File: src/design/lsab_pkg.sv
// Shared widths, counts and the buffered word type for the channel-to-memory fill path
`default_nettype none

package lsab_pkg;

  // ------------------------------------------------
  // Source side
  // ------------------------------------------------
  localparam int NUM_CHAN = 4;   // Card-reader channels
  localparam int CHAN_W   = 2;   // Channel index
  localparam int DATA_W   = 32;
  localparam int ANC_W    = 25;  // Ancillary tag carried with each word

  // ------------------------------------------------
  // Channel buffers
  // ------------------------------------------------
  localparam int FIFO_DEPTH = 16;
  localparam int FIFO_PTR_W = $clog2(FIFO_DEPTH);
  localparam int FIFO_CNT_W = $clog2(FIFO_DEPTH + 1);  // Holds 0 to FIFO_DEPTH

  // ------------------------------------------------
  // Fill engine and memory map
  // ------------------------------------------------
  localparam int BLOCK_WORDS = 8;  // Max words per block
  localparam int COUNT_W     = 4;
  localparam int REGION_W    = 6;  // 64 words per channel region

  // Word address is {channel, region offset}
  localparam int ADDR_W = CHAN_W + REGION_W;

  // One buffered word of 58 bits
  typedef struct packed {
    logic              intr;  // Closes a message
    logic [ANC_W-1:0]  anc;
    logic [DATA_W-1:0] data;
  } lsab_word_t;

endpackage

`default_nettype wire
File: src/design/lsab_fill_top.sv
// Top level of the input path: slot feeder, four channel buffers and the Wishbone fill engine
`default_nettype none
`timescale 1ns/1ps

module lsab_fill_top (
  input  wire                              CLK_n,
  input  wire                              RST,
  // ------------------------------------------------
  // Source side
  // ------------------------------------------------
  input  wire                              i_write,
  input  wire [lsab_pkg::DATA_W-1:0]       i_data,
  input  wire [lsab_pkg::ANC_W-1:0]        i_anc,
  input  wire                              i_int,
  output logic [lsab_pkg::CHAN_W-1:0]      o_write_slot,
  output logic [lsab_pkg::NUM_CHAN-1:0]    o_chan_full,
  // ------------------------------------------------
  // Wishbone master to memory
  // ------------------------------------------------
  output logic                             o_wb_cyc,
  output logic                             o_wb_stb,
  output logic                             o_wb_we,
  output logic [lsab_pkg::ADDR_W-1:0]      o_wb_adr,
  output logic [lsab_pkg::DATA_W-1:0]      o_wb_dat,
  input  wire                              i_wb_ack,
  // ------------------------------------------------
  // Block report
  // ------------------------------------------------
  output logic                             o_blk_done,
  output logic [lsab_pkg::CHAN_W-1:0]      o_blk_chan,
  output logic [lsab_pkg::COUNT_W-1:0]     o_blk_count,
  output logic                             o_blk_irq,
  output logic [lsab_pkg::ANC_W-1:0]       o_blk_anc
);

  logic [lsab_pkg::NUM_CHAN-1:0] push;
  logic [lsab_pkg::NUM_CHAN-1:0] pop;
  logic [lsab_pkg::NUM_CHAN-1:0] empty;
  lsab_pkg::lsab_word_t          word;   // Broadcast to all buffers
  lsab_pkg::lsab_word_t          head [lsab_pkg::NUM_CHAN];

  slot_feeder u_feeder (
    .CLK_n   (CLK_n),
    .RST     (RST),
    .i_write (i_write),
    .i_data  (i_data),
    .i_anc   (i_anc),
    .i_int   (i_int),
    .i_full  (o_chan_full),
    .o_slot  (o_write_slot),
    .o_push  (push),
    .o_word  (word)
  );

  // One buffer per channel
  for (genvar c = 0; c < lsab_pkg::NUM_CHAN; c++)
  begin : g_chan
    chan_fifo u_fifo (
      .CLK_n   (CLK_n),
      .RST     (RST),
      .i_push  (push[c]),
      .i_word  (word),
      .i_pop   (pop[c]),
      .o_head  (head[c]),
      .o_empty (empty[c]),
      .o_full  (o_chan_full[c])
    );
  end

  fill_engine u_engine (
    .CLK_n       (CLK_n),
    .RST         (RST),
    .i_empty     (empty),
    .i_head      (head),
    .o_pop       (pop),
    .o_wb_cyc    (o_wb_cyc),
    .o_wb_stb    (o_wb_stb),
    .o_wb_we     (o_wb_we),
    .o_wb_adr    (o_wb_adr),
    .o_wb_dat    (o_wb_dat),
    .i_wb_ack    (i_wb_ack),
    .o_blk_done  (o_blk_done),
    .o_blk_chan  (o_blk_chan),
    .o_blk_count (o_blk_count),
    .o_blk_irq   (o_blk_irq),
    .o_blk_anc   (o_blk_anc)
  );

endmodule

`default_nettype wire

File: src/design/fill_engine.sv
// Round-robin block mover draining the channel buffers into per-channel memory regions
`default_nettype none
`timescale 1ns/1ps

module fill_engine (
  input  wire                              CLK_n,
  input  wire                              RST,
  // Channel buffers
  input  wire [lsab_pkg::NUM_CHAN-1:0]     i_empty,
  input  wire lsab_pkg::lsab_word_t        i_head [lsab_pkg::NUM_CHAN],
  output logic [lsab_pkg::NUM_CHAN-1:0]    o_pop,
  // Wishbone classic master, writes only
  output logic                             o_wb_cyc,
  output logic                             o_wb_stb,
  output logic                             o_wb_we,
  output logic [lsab_pkg::ADDR_W-1:0]      o_wb_adr,
  output logic [lsab_pkg::DATA_W-1:0]      o_wb_dat,
  input  wire                              i_wb_ack,
  // Block report
  output logic                             o_blk_done,
  output logic [lsab_pkg::CHAN_W-1:0]      o_blk_chan,
  output logic [lsab_pkg::COUNT_W-1:0]     o_blk_count,
  output logic                             o_blk_irq,
  output logic [lsab_pkg::ANC_W-1:0]       o_blk_anc
);

  // S_REPORT is the cycle after every ack and either closes the block or resumes
  typedef enum logic [1:0] {S_IDLE, S_WRITE, S_REPORT} state_t;

  state_t                            state;
  logic [lsab_pkg::CHAN_W-1:0]       rr_ptr;    // First channel looked at
  logic [lsab_pkg::CHAN_W-1:0]       cur_chan;
  logic [lsab_pkg::REGION_W-1:0]     offset [lsab_pkg::NUM_CHAN];
  logic [lsab_pkg::COUNT_W-1:0]      blk_count;
  logic                              last_hit;  // Cap or irq word seen at last ack
  logic                              last_irq;
  logic [lsab_pkg::ANC_W-1:0]        last_anc;

  logic [lsab_pkg::CHAN_W-1:0]       pick_chan;
  logic                              pick_valid;
  logic                              ack_hit;
  logic                              cap_hit;
  logic                              blk_end;
  lsab_pkg::lsab_word_t              cur_head;

  // ------------------------------------------------
  // Round-robin pick
  // ------------------------------------------------
  always_comb
  begin
    logic [lsab_pkg::CHAN_W-1:0] idx;
    pick_chan  = rr_ptr;
    pick_valid = 1'b0;
    for (int i = 0; i < lsab_pkg::NUM_CHAN; i++)
    begin
      idx = rr_ptr + lsab_pkg::CHAN_W'(i);  // Wraps past the last channel
      if (!pick_valid && !i_empty[idx])
      begin
        pick_chan  = idx;
        pick_valid = 1'b1;
      end
    end
  end

  assign cur_head = i_head[cur_chan];
  assign ack_hit  = o_wb_stb && i_wb_ack;
  assign cap_hit  = (blk_count == lsab_pkg::COUNT_W'(lsab_pkg::BLOCK_WORDS - 1));

  // Empty flag already reflects the pop in S_REPORT
  assign blk_end  = (state == S_REPORT) && (last_hit || i_empty[cur_chan]);

  // ------------------------------------------------
  // Bus and buffer outputs
  // ------------------------------------------------
  assign o_wb_we  = o_wb_stb;
  assign o_wb_adr = {cur_chan, offset[cur_chan]};
  assign o_wb_dat = cur_head.data;

  always_comb
  begin
    o_pop = '0;
    if (ack_hit)
    begin
      o_pop[cur_chan] = 1'b1;  // Head leaves at the ack edge
    end
  end

  assign o_blk_done  = blk_end;
  assign o_blk_chan  = cur_chan;
  assign o_blk_count = blk_count;
  assign o_blk_irq   = last_irq;
  assign o_blk_anc   = last_anc;

  // ------------------------------------------------
  // Control FSM
  // ------------------------------------------------
  always_ff @(posedge CLK_n)
  begin
    if (!RST)
    begin
      state     <= S_IDLE;
      o_wb_cyc  <= 1'b0;
      o_wb_stb  <= 1'b0;
      rr_ptr    <= '0;
      cur_chan  <= '0;
      blk_count <= '0;
      last_hit  <= 1'b0;
      for (int c = 0; c < lsab_pkg::NUM_CHAN; c++)
      begin
        offset[c] <= '0;
      end
    end
    else
    begin
      case (state)
        S_IDLE:
        begin
          if (pick_valid)
          begin
            cur_chan  <= pick_chan;
            blk_count <= '0;
            last_hit  <= 1'b0;
            o_wb_cyc  <= 1'b1;  // cyc and stb rise together
            o_wb_stb  <= 1'b1;
            state     <= S_WRITE;
          end
        end
        S_WRITE:
        begin
          if (i_wb_ack)  // Late ack just stretches this state
          begin
            o_wb_stb         <= 1'b0;
            blk_count        <= blk_count + 1'b1;
            offset[cur_chan] <= offset[cur_chan] + 1'b1;  // Wraps at 64
            last_hit         <= cap_hit || cur_head.intr;
            state            <= S_REPORT;
          end
        end
        S_REPORT:
        begin
          if (blk_end)
          begin
            o_wb_cyc <= 1'b0;
            rr_ptr   <= cur_chan + 1'b1;
            state    <= S_IDLE;
          end
          else
          begin
            o_wb_stb <= 1'b1;
            state    <= S_WRITE;
          end
        end
        default: state <= S_IDLE;
      endcase
    end
  end

  // Tags of the word just written go out if it closes the block
  always_ff @(posedge CLK_n)
  begin
    if (ack_hit)
    begin
      last_irq <= cur_head.intr;
      last_anc <= cur_head.anc;
    end
  end

  // ------------------------------------------------
  // Checks
  // ------------------------------------------------
  // Classic cycle holds the request until acknowledged
  a_wb_hold: assert property (
    @(posedge CLK_n) disable iff (!RST)
    (o_wb_stb && !i_wb_ack) |=> (o_wb_stb && $stable(o_wb_adr) && $stable(o_wb_dat))
  );

  a_blk_size: assert property (
    @(posedge CLK_n) disable iff (!RST)
    o_blk_done |-> (o_blk_count != '0 &&
                    o_blk_count <= lsab_pkg::COUNT_W'(lsab_pkg::BLOCK_WORDS))
  );

endmodule

`default_nettype wire

File: src/design/chan_fifo.sv
// First-word-fall-through buffer for one source channel, drained by the fill engine
`default_nettype none
`timescale 1ns/1ps

module chan_fifo (
  input  wire                   CLK_n,
  input  wire                   RST,
  input  wire                   i_push,
  input  wire lsab_pkg::lsab_word_t i_word,
  input  wire                   i_pop,
  output lsab_pkg::lsab_word_t  o_head,
  output logic                  o_empty,
  output logic                  o_full
);

  lsab_pkg::lsab_word_t mem [lsab_pkg::FIFO_DEPTH];

  logic [lsab_pkg::FIFO_PTR_W-1:0] wr_ptr;
  logic [lsab_pkg::FIFO_PTR_W-1:0] rd_ptr;
  logic [lsab_pkg::FIFO_CNT_W-1:0] count;

  // ------------------------------------------------
  // Storage
  // ------------------------------------------------
  always_ff @(posedge CLK_n)
  begin
    if (i_push)
    begin
      mem[wr_ptr] <= i_word;
    end
  end

  assign o_head = mem[rd_ptr];  // Valid whenever not empty

  // ------------------------------------------------
  // Pointers and occupancy
  // ------------------------------------------------
  always_ff @(posedge CLK_n)
  begin
    if (!RST)
    begin
      wr_ptr <= '0;
      rd_ptr <= '0;
      count  <= '0;
    end
    else
    begin
      if (i_push)
      begin
        wr_ptr <= wr_ptr + 1'b1;  // Depth is a power of two
      end
      if (i_pop)
      begin
        rd_ptr <= rd_ptr + 1'b1;
      end
      case ({i_push, i_pop})
        2'b10:   count <= count + 1'b1;
        2'b01:   count <= count - 1'b1;
        default: count <= count;  // Idle, or push and pop together
      endcase
    end
  end

  // Flags come from the registered count, so they move one cycle after the edge
  assign o_empty = (count == '0);
  assign o_full  = (count == lsab_pkg::FIFO_CNT_W'(lsab_pkg::FIFO_DEPTH));

  // ------------------------------------------------
  // Checks
  // ------------------------------------------------
  // The feeder must honour o_full
  a_no_push_full: assert property (
    @(posedge CLK_n) disable iff (!RST)
    o_full |-> !i_push
  );

  // The fill engine must only pop a channel it saw as non-empty
  a_no_pop_empty: assert property (
    @(posedge CLK_n) disable iff (!RST)
    o_empty |-> !i_pop
  );

endmodule

`default_nettype wire

File: src/design/slot_feeder.sv
// Rotating write slot for the sources; steers each accepted word to the buffer that owns the slot
`default_nettype none
`timescale 1ns/1ps

module slot_feeder (
  input  wire                              CLK_n,
  input  wire                              RST,
  // Source side
  input  wire                              i_write,
  input  wire [lsab_pkg::DATA_W-1:0]       i_data,
  input  wire [lsab_pkg::ANC_W-1:0]        i_anc,
  input  wire                              i_int,
  // Buffer side
  input  wire [lsab_pkg::NUM_CHAN-1:0]     i_full,
  output logic [lsab_pkg::CHAN_W-1:0]      o_slot,
  output logic [lsab_pkg::NUM_CHAN-1:0]    o_push,
  output lsab_pkg::lsab_word_t             o_word
);

  // ------------------------------------------------
  // Slot counter
  // ------------------------------------------------
  // NUM_CHAN is a power of two, so the counter wraps on its own
  always_ff @(posedge CLK_n)
  begin
    if (!RST)
    begin
      o_slot <= '0;
    end
    else
    begin
      o_slot <= o_slot + 1'b1;
    end
  end

  // ------------------------------------------------
  // Steering
  // ------------------------------------------------
  // Word dropped when the slot owner is full
  always_comb
  begin
    o_push = '0;
    if (i_write && !i_full[o_slot])
    begin
      o_push[o_slot] = 1'b1;
    end
  end

  // Same word goes to every buffer and only one push bit qualifies it
  always_comb
  begin
    o_word.intr = i_int;
    o_word.anc  = i_anc;
    o_word.data = i_data;
  end

endmodule

`default_nettype wire

File: config.mk
export PLATFORM = sky130hd
export DESIGN_NAME = lsab_fill_top
export DESIGN_NICKNAME = d
export VERILOG_FILES = /design/src/design/lsab_pkg.sv /design/src/design/lsab_fill_top.sv /design/src/design/fill_engine.sv /design/src/design/chan_fifo.sv /design/src/design/slot_feeder.sv
export SDC_FILE = /design/constraint.sdc
export NUM_CORES = 2
export LEC_CHECK = 0
export ABC_AREA = 1
export BUFFER_PORTS_ARGS = -buffer_cell sky130_fd_sc_hd__buf_2
export CELL_PAD_IN_SITES_DETAIL_PLACEMENT = 1
export CELL_PAD_IN_SITES_GLOBAL_PLACEMENT = 1
export CORE_ASPECT_RATIO = 0.9
export CORE_MARGIN = 4
export CORE_UTILIZATION = 35
export CTS_CLUSTER_SIZE = 12
export DETAILED_ROUTE_END_ITERATION = 10
export PLACE_DENSITY = 0.68
export SLEW_MARGIN = 20
export SYNTH_ARGS = -nofsm -noshare
export SYNTH_HDL_FRONTEND = slang
export SYNTH_SLANG_ARGS = --single-unit
File: constraint.sdc
create_clock -name CLK_n -period 5 [get_ports CLK_n]
set_clock_uncertainty 0.1 [all_clocks]
set_input_delay 1 -clock CLK_n [delete_from_list [all_inputs] [get_ports CLK_n]]
set_output_delay 1 -clock CLK_n [all_outputs]
set_load 0.01 [all_outputs]
==> impl_metrics.tcl <==
set metrics [dict create \
    yosysWarnings 0 \
    syn_to_final_growth_pct 13.75 \
    slew_headroom_pct 26.41 \
    route.detailed.drc 0 \
    wl_um 507500 \
    critPathTopFamily "simple AND/OR/NAND/NOR gates" \
    finalCritPeriodShare_pct 96.61 \
    clkSinkCount 3847 \
    hold_class "input port to flip-flop" \
    cts_tree "yes" \
    max_freq_ghz 0.2070 \
    cts_buffer_depth 4 \
    powerDensity_mw_per_mm2 419.0 \
    finalMaxSlewViolations 0 \
    ys_ff_latch 3847 \
    htreeDepth 5 \
    hold_viol 0 \
    vias 100800 \
    cts-root-buf "clkbuf_16" \
    rsz0062_at_grt "no" \
    p_leak_nw 55.34 \
    critPathKind "flip-flop to primary output" \
    ys_seq_area_share_pct 75.90 \
    die-width_um 700.6 \
    ys_types 38 \
    ant_nets 0 \
    dr.first_iter.drc_count 12570 \
    timing.critical_path.buf_inv 2 \
    end_kind "primary output" \
    vias_per_cell 5.757 \
    worstPathRequired_ns 3.90 \
    numPortBuffers 143 \
    synth_area_leaders "edfxtp_1, o21ai_0, nor2_1, o22ai_1, nand2_1" \
    final_layout_size_suffix_gt1_share_pct 9.080 \
    start_util_pct 35.19 \
    outcome "complete, no violations" \
    cp_common_cell "nand3_1" \
    finalCoreUtilization_pct 40.03 \
    tns_ns 0 \
    clk_pin_slew_ns 0.06 \
    synth_area_leader_cell "edfxtp_1" \
    fillers 44240 \
    grt_pass1_vias 102400 \
    critPathArrivalTime_ns 3.73 \
    fin_nets 11550 \
    cts_made_buffers 407 \
    grt_max_degree 189 \
    ioPinCount 144 \
    drtPass1Iterations 6 \
    design.die.area_sq_mm 0.4423 \
    cp_slowest_cell "inv_8" \
    grt-ovfl-total 0 \
    grt_pass1_wl_um 725800 \
    syn_area_sq_mm 0.1511 \
    synth_cells 11430 \
    worstMarginPinSlew_ns 1.104 \
    finalCriticalPeriod_ns 4.830 \
    fp.dieH_um 631.3 \
    whs_ns 0.2646 \
    dp_hpwl_um 268700 \
    worstPathCellList "inv_8 > o21ai_0 > o22ai_1 > nand2_1 > nand3_1 > nand3_1 > nand4_1 > buf_2" \
    row_count 228 \
    antenna_found_initial 53 \
    worstSkewPairLatency_ns 0.96 \
    setup_violations 0 \
    cp_max_fo 102 \
    syn_area_per_cell_sq_um 13.22 \
    core_sq_mm 0.4293 \
    synth_top_area_share_pct 74.77 \
    track_usage_pct 22.24 \
    routabilityCongestion 0.8030 \
    max_cap_viol_count 0 \
    postCtsSetupBuffers 0 \
    wl_per_cell_um 28.97 \
    syn_nets 11530 \
    max_stage_delay_ns 0.56 \
    start_kind "flip-flop" \
    peakVddDrop_mv 0.3322 \
]
[state kept, by name, indices dropped and copies added (netlist names), 4 cells and up, named ones only]
register and flops:
g_chan.u_fifo.mem 3712, u_engine.o_blk_anc 25, u_engine.offset 24, g_chan.u_fifo.count 20, g_chan.u_fifo.rd_ptr 16, g_chan.u_fifo.wr_ptr 16
u_engine.o_blk_count 4
[area by class of cell]
type	instances	area [sq um]	share of cell area (%)
Timing Repair Buffer	449	4317	2.512
Clock buffer	539	10900	6.343
Tap cell	5750	7194	4.186
Clock inverter	174	1368	0.7957
Sequential cell	3847	114700	66.76
Multi-Input combinational cell	6606	32690	19.02
Antenna cell	16	40.04	0.02330
Inverter	136	625.6	0.3640
[synth_stat cells]
| master | instances |
|---|---|
| a32oi_1 | 1 |
| xnor2_1 | 9 |
| buf_6 | 8 |
| o21ai_0 | 1823 |
| nor3_1 | 5 |
| o22ai_1 | 596 |
| inv_2 | 12 |
| a32oi_2 | 1 |
| nor2_2 | 3 |
| nand3_1 | 537 |
| inv_4 | 1 |
| clkbuf_2 | 4 |
| o21a_1 | 4 |
| o21ai_1 | 100 |
| nand4_1 | 63 |
| nor2_4 | 1 |
| xor2_1 | 23 |
| edfxtp_1 | 3762 |
| a21oi_1 | 58 |
| nand3b_1 | 1 |
| a21oi_2 | 1 |
| o311ai_0 | 1 |
| clkbuf_1 | 535 |
| buf_4 | 80 |
| inv_1 | 123 |
| buf_2 | 166 |
| dfxtp_1 | 85 |
| o22ai_2 | 1 |
| buf_1 | 44 |
| nand2_2 | 1 |
| ha_1 | 45 |
| a31o_2 | 1 |
| o211ai_1 | 88 |
| nand2_1 | 914 |
| nor3_2 | 1 |
| nor2_1 | 2004 |
| o221ai_1 | 321 |
| a21o_1 | 3 |
[what timing repair did]
action | CTS | global route
setup endpoints to repair | 0 | 2
gates resized for setup | 0 | 4
hold endpoints to repair | 0 | 0
hold buffers | 0 | 0
[routing by layer]
metal / global-route usage (%) / vias up / routed length [um]
met3: 3.987 / 995 / 44340
met5: 0 / - / 203
met2: 36.48 / 4579 / 239100
li1: - / 42710 / -
met1: 30.00 / 52540 / 206500
met4: 7.082 / 30 / 17290
[final timing paths]
| check | start | endpoint | slack (ns) | depth (start not counted) |
|---|---|---|---|---|
| setup / recovery | flip-flop | o_wb_dat[14] | 0.17 | 8 |
| hold / removal | i_wb_ack | u_engine.state[0]$_SDFFE_PN0P_ | 0.26 | 4 |
| hold reg to reg | g_chan[1].u_fifo.rd_ptr[3]$_SDFFE_PN0P_ | flip-flop | 0.35 | 1 |
| setup reg to reg | flip-flop | u_engine.o_blk_anc[12]$_DFFE_PP_ | 1.42 | 8 |
[power breakdown]
| part | internal (mW) | switching (mW) | total [mW] |
|---|---|---|---|
| Clock | 16.1 | 12.5 | 28.6 |
| Combinational | 1.81 | 5.69 | 7.50 |
| Sequential | 35.7 | 0.207 | 35.9 |
[through the flow]
stage          power, mW  instances  instance area, sq um  worst slack [ns]
2_1_floorplan      40.60      11430                151100            0.5122
3_3_place_gp       43.93      16780                159400             1.116
3_5_place_dp       44.12      16780                159400             1.073
4_1_cts            72.48      17500                171700           0.03611
5_1_grt            74.42      17500                171800           0.02754
6_report           72.01      17520                171900            0.1695
[worst register-to-register path, delay by kind of cell, from the launching register on]
family,cells,cell delay [ns]
compound gates,1,0.16
buf+inv,3,1.43
flops,1,0.38
simple gates,4,1.01
[layout by cell type (no fill, tap or decap), drive strengths merged, types with 6 or more instances in the layout]
cell    netlist  final
clkinv        0    139
inv         136    151
nor2       2008   2008
bufinv        0     16
nor3          6      6
nand4        63     63
o22ai       597    597
ha           45     45
edfxtp     3762   3762
xor2         23     23
o221ai      321    321
clkbuf      539    539
o211ai       88     88
xnor2         9      9
o21ai      1923   1923
diode         0     16
a21oi        59     59
nand3       537    537
nand2       915    915
buf         298    449
dfxtp        85     85
[cell families (layout without fill, tap and decap cells)]
logic type,count (synthesis),count (layout),share of synthesized area (%)
AO/OA/AOI/OAI,2999,2999,11.41
XOR/XNOR,32,32,0.1855
adder cells (fa/ha/maj),45,45,0.3727
buffers and inverters,973,1298,2.798
flip-flops,3847,3847,75.90
other,0,16,0
AND/OR/NAND/NOR,3530,3530,9.341
No activity file was read; power rests on OpenSTA's default activity.
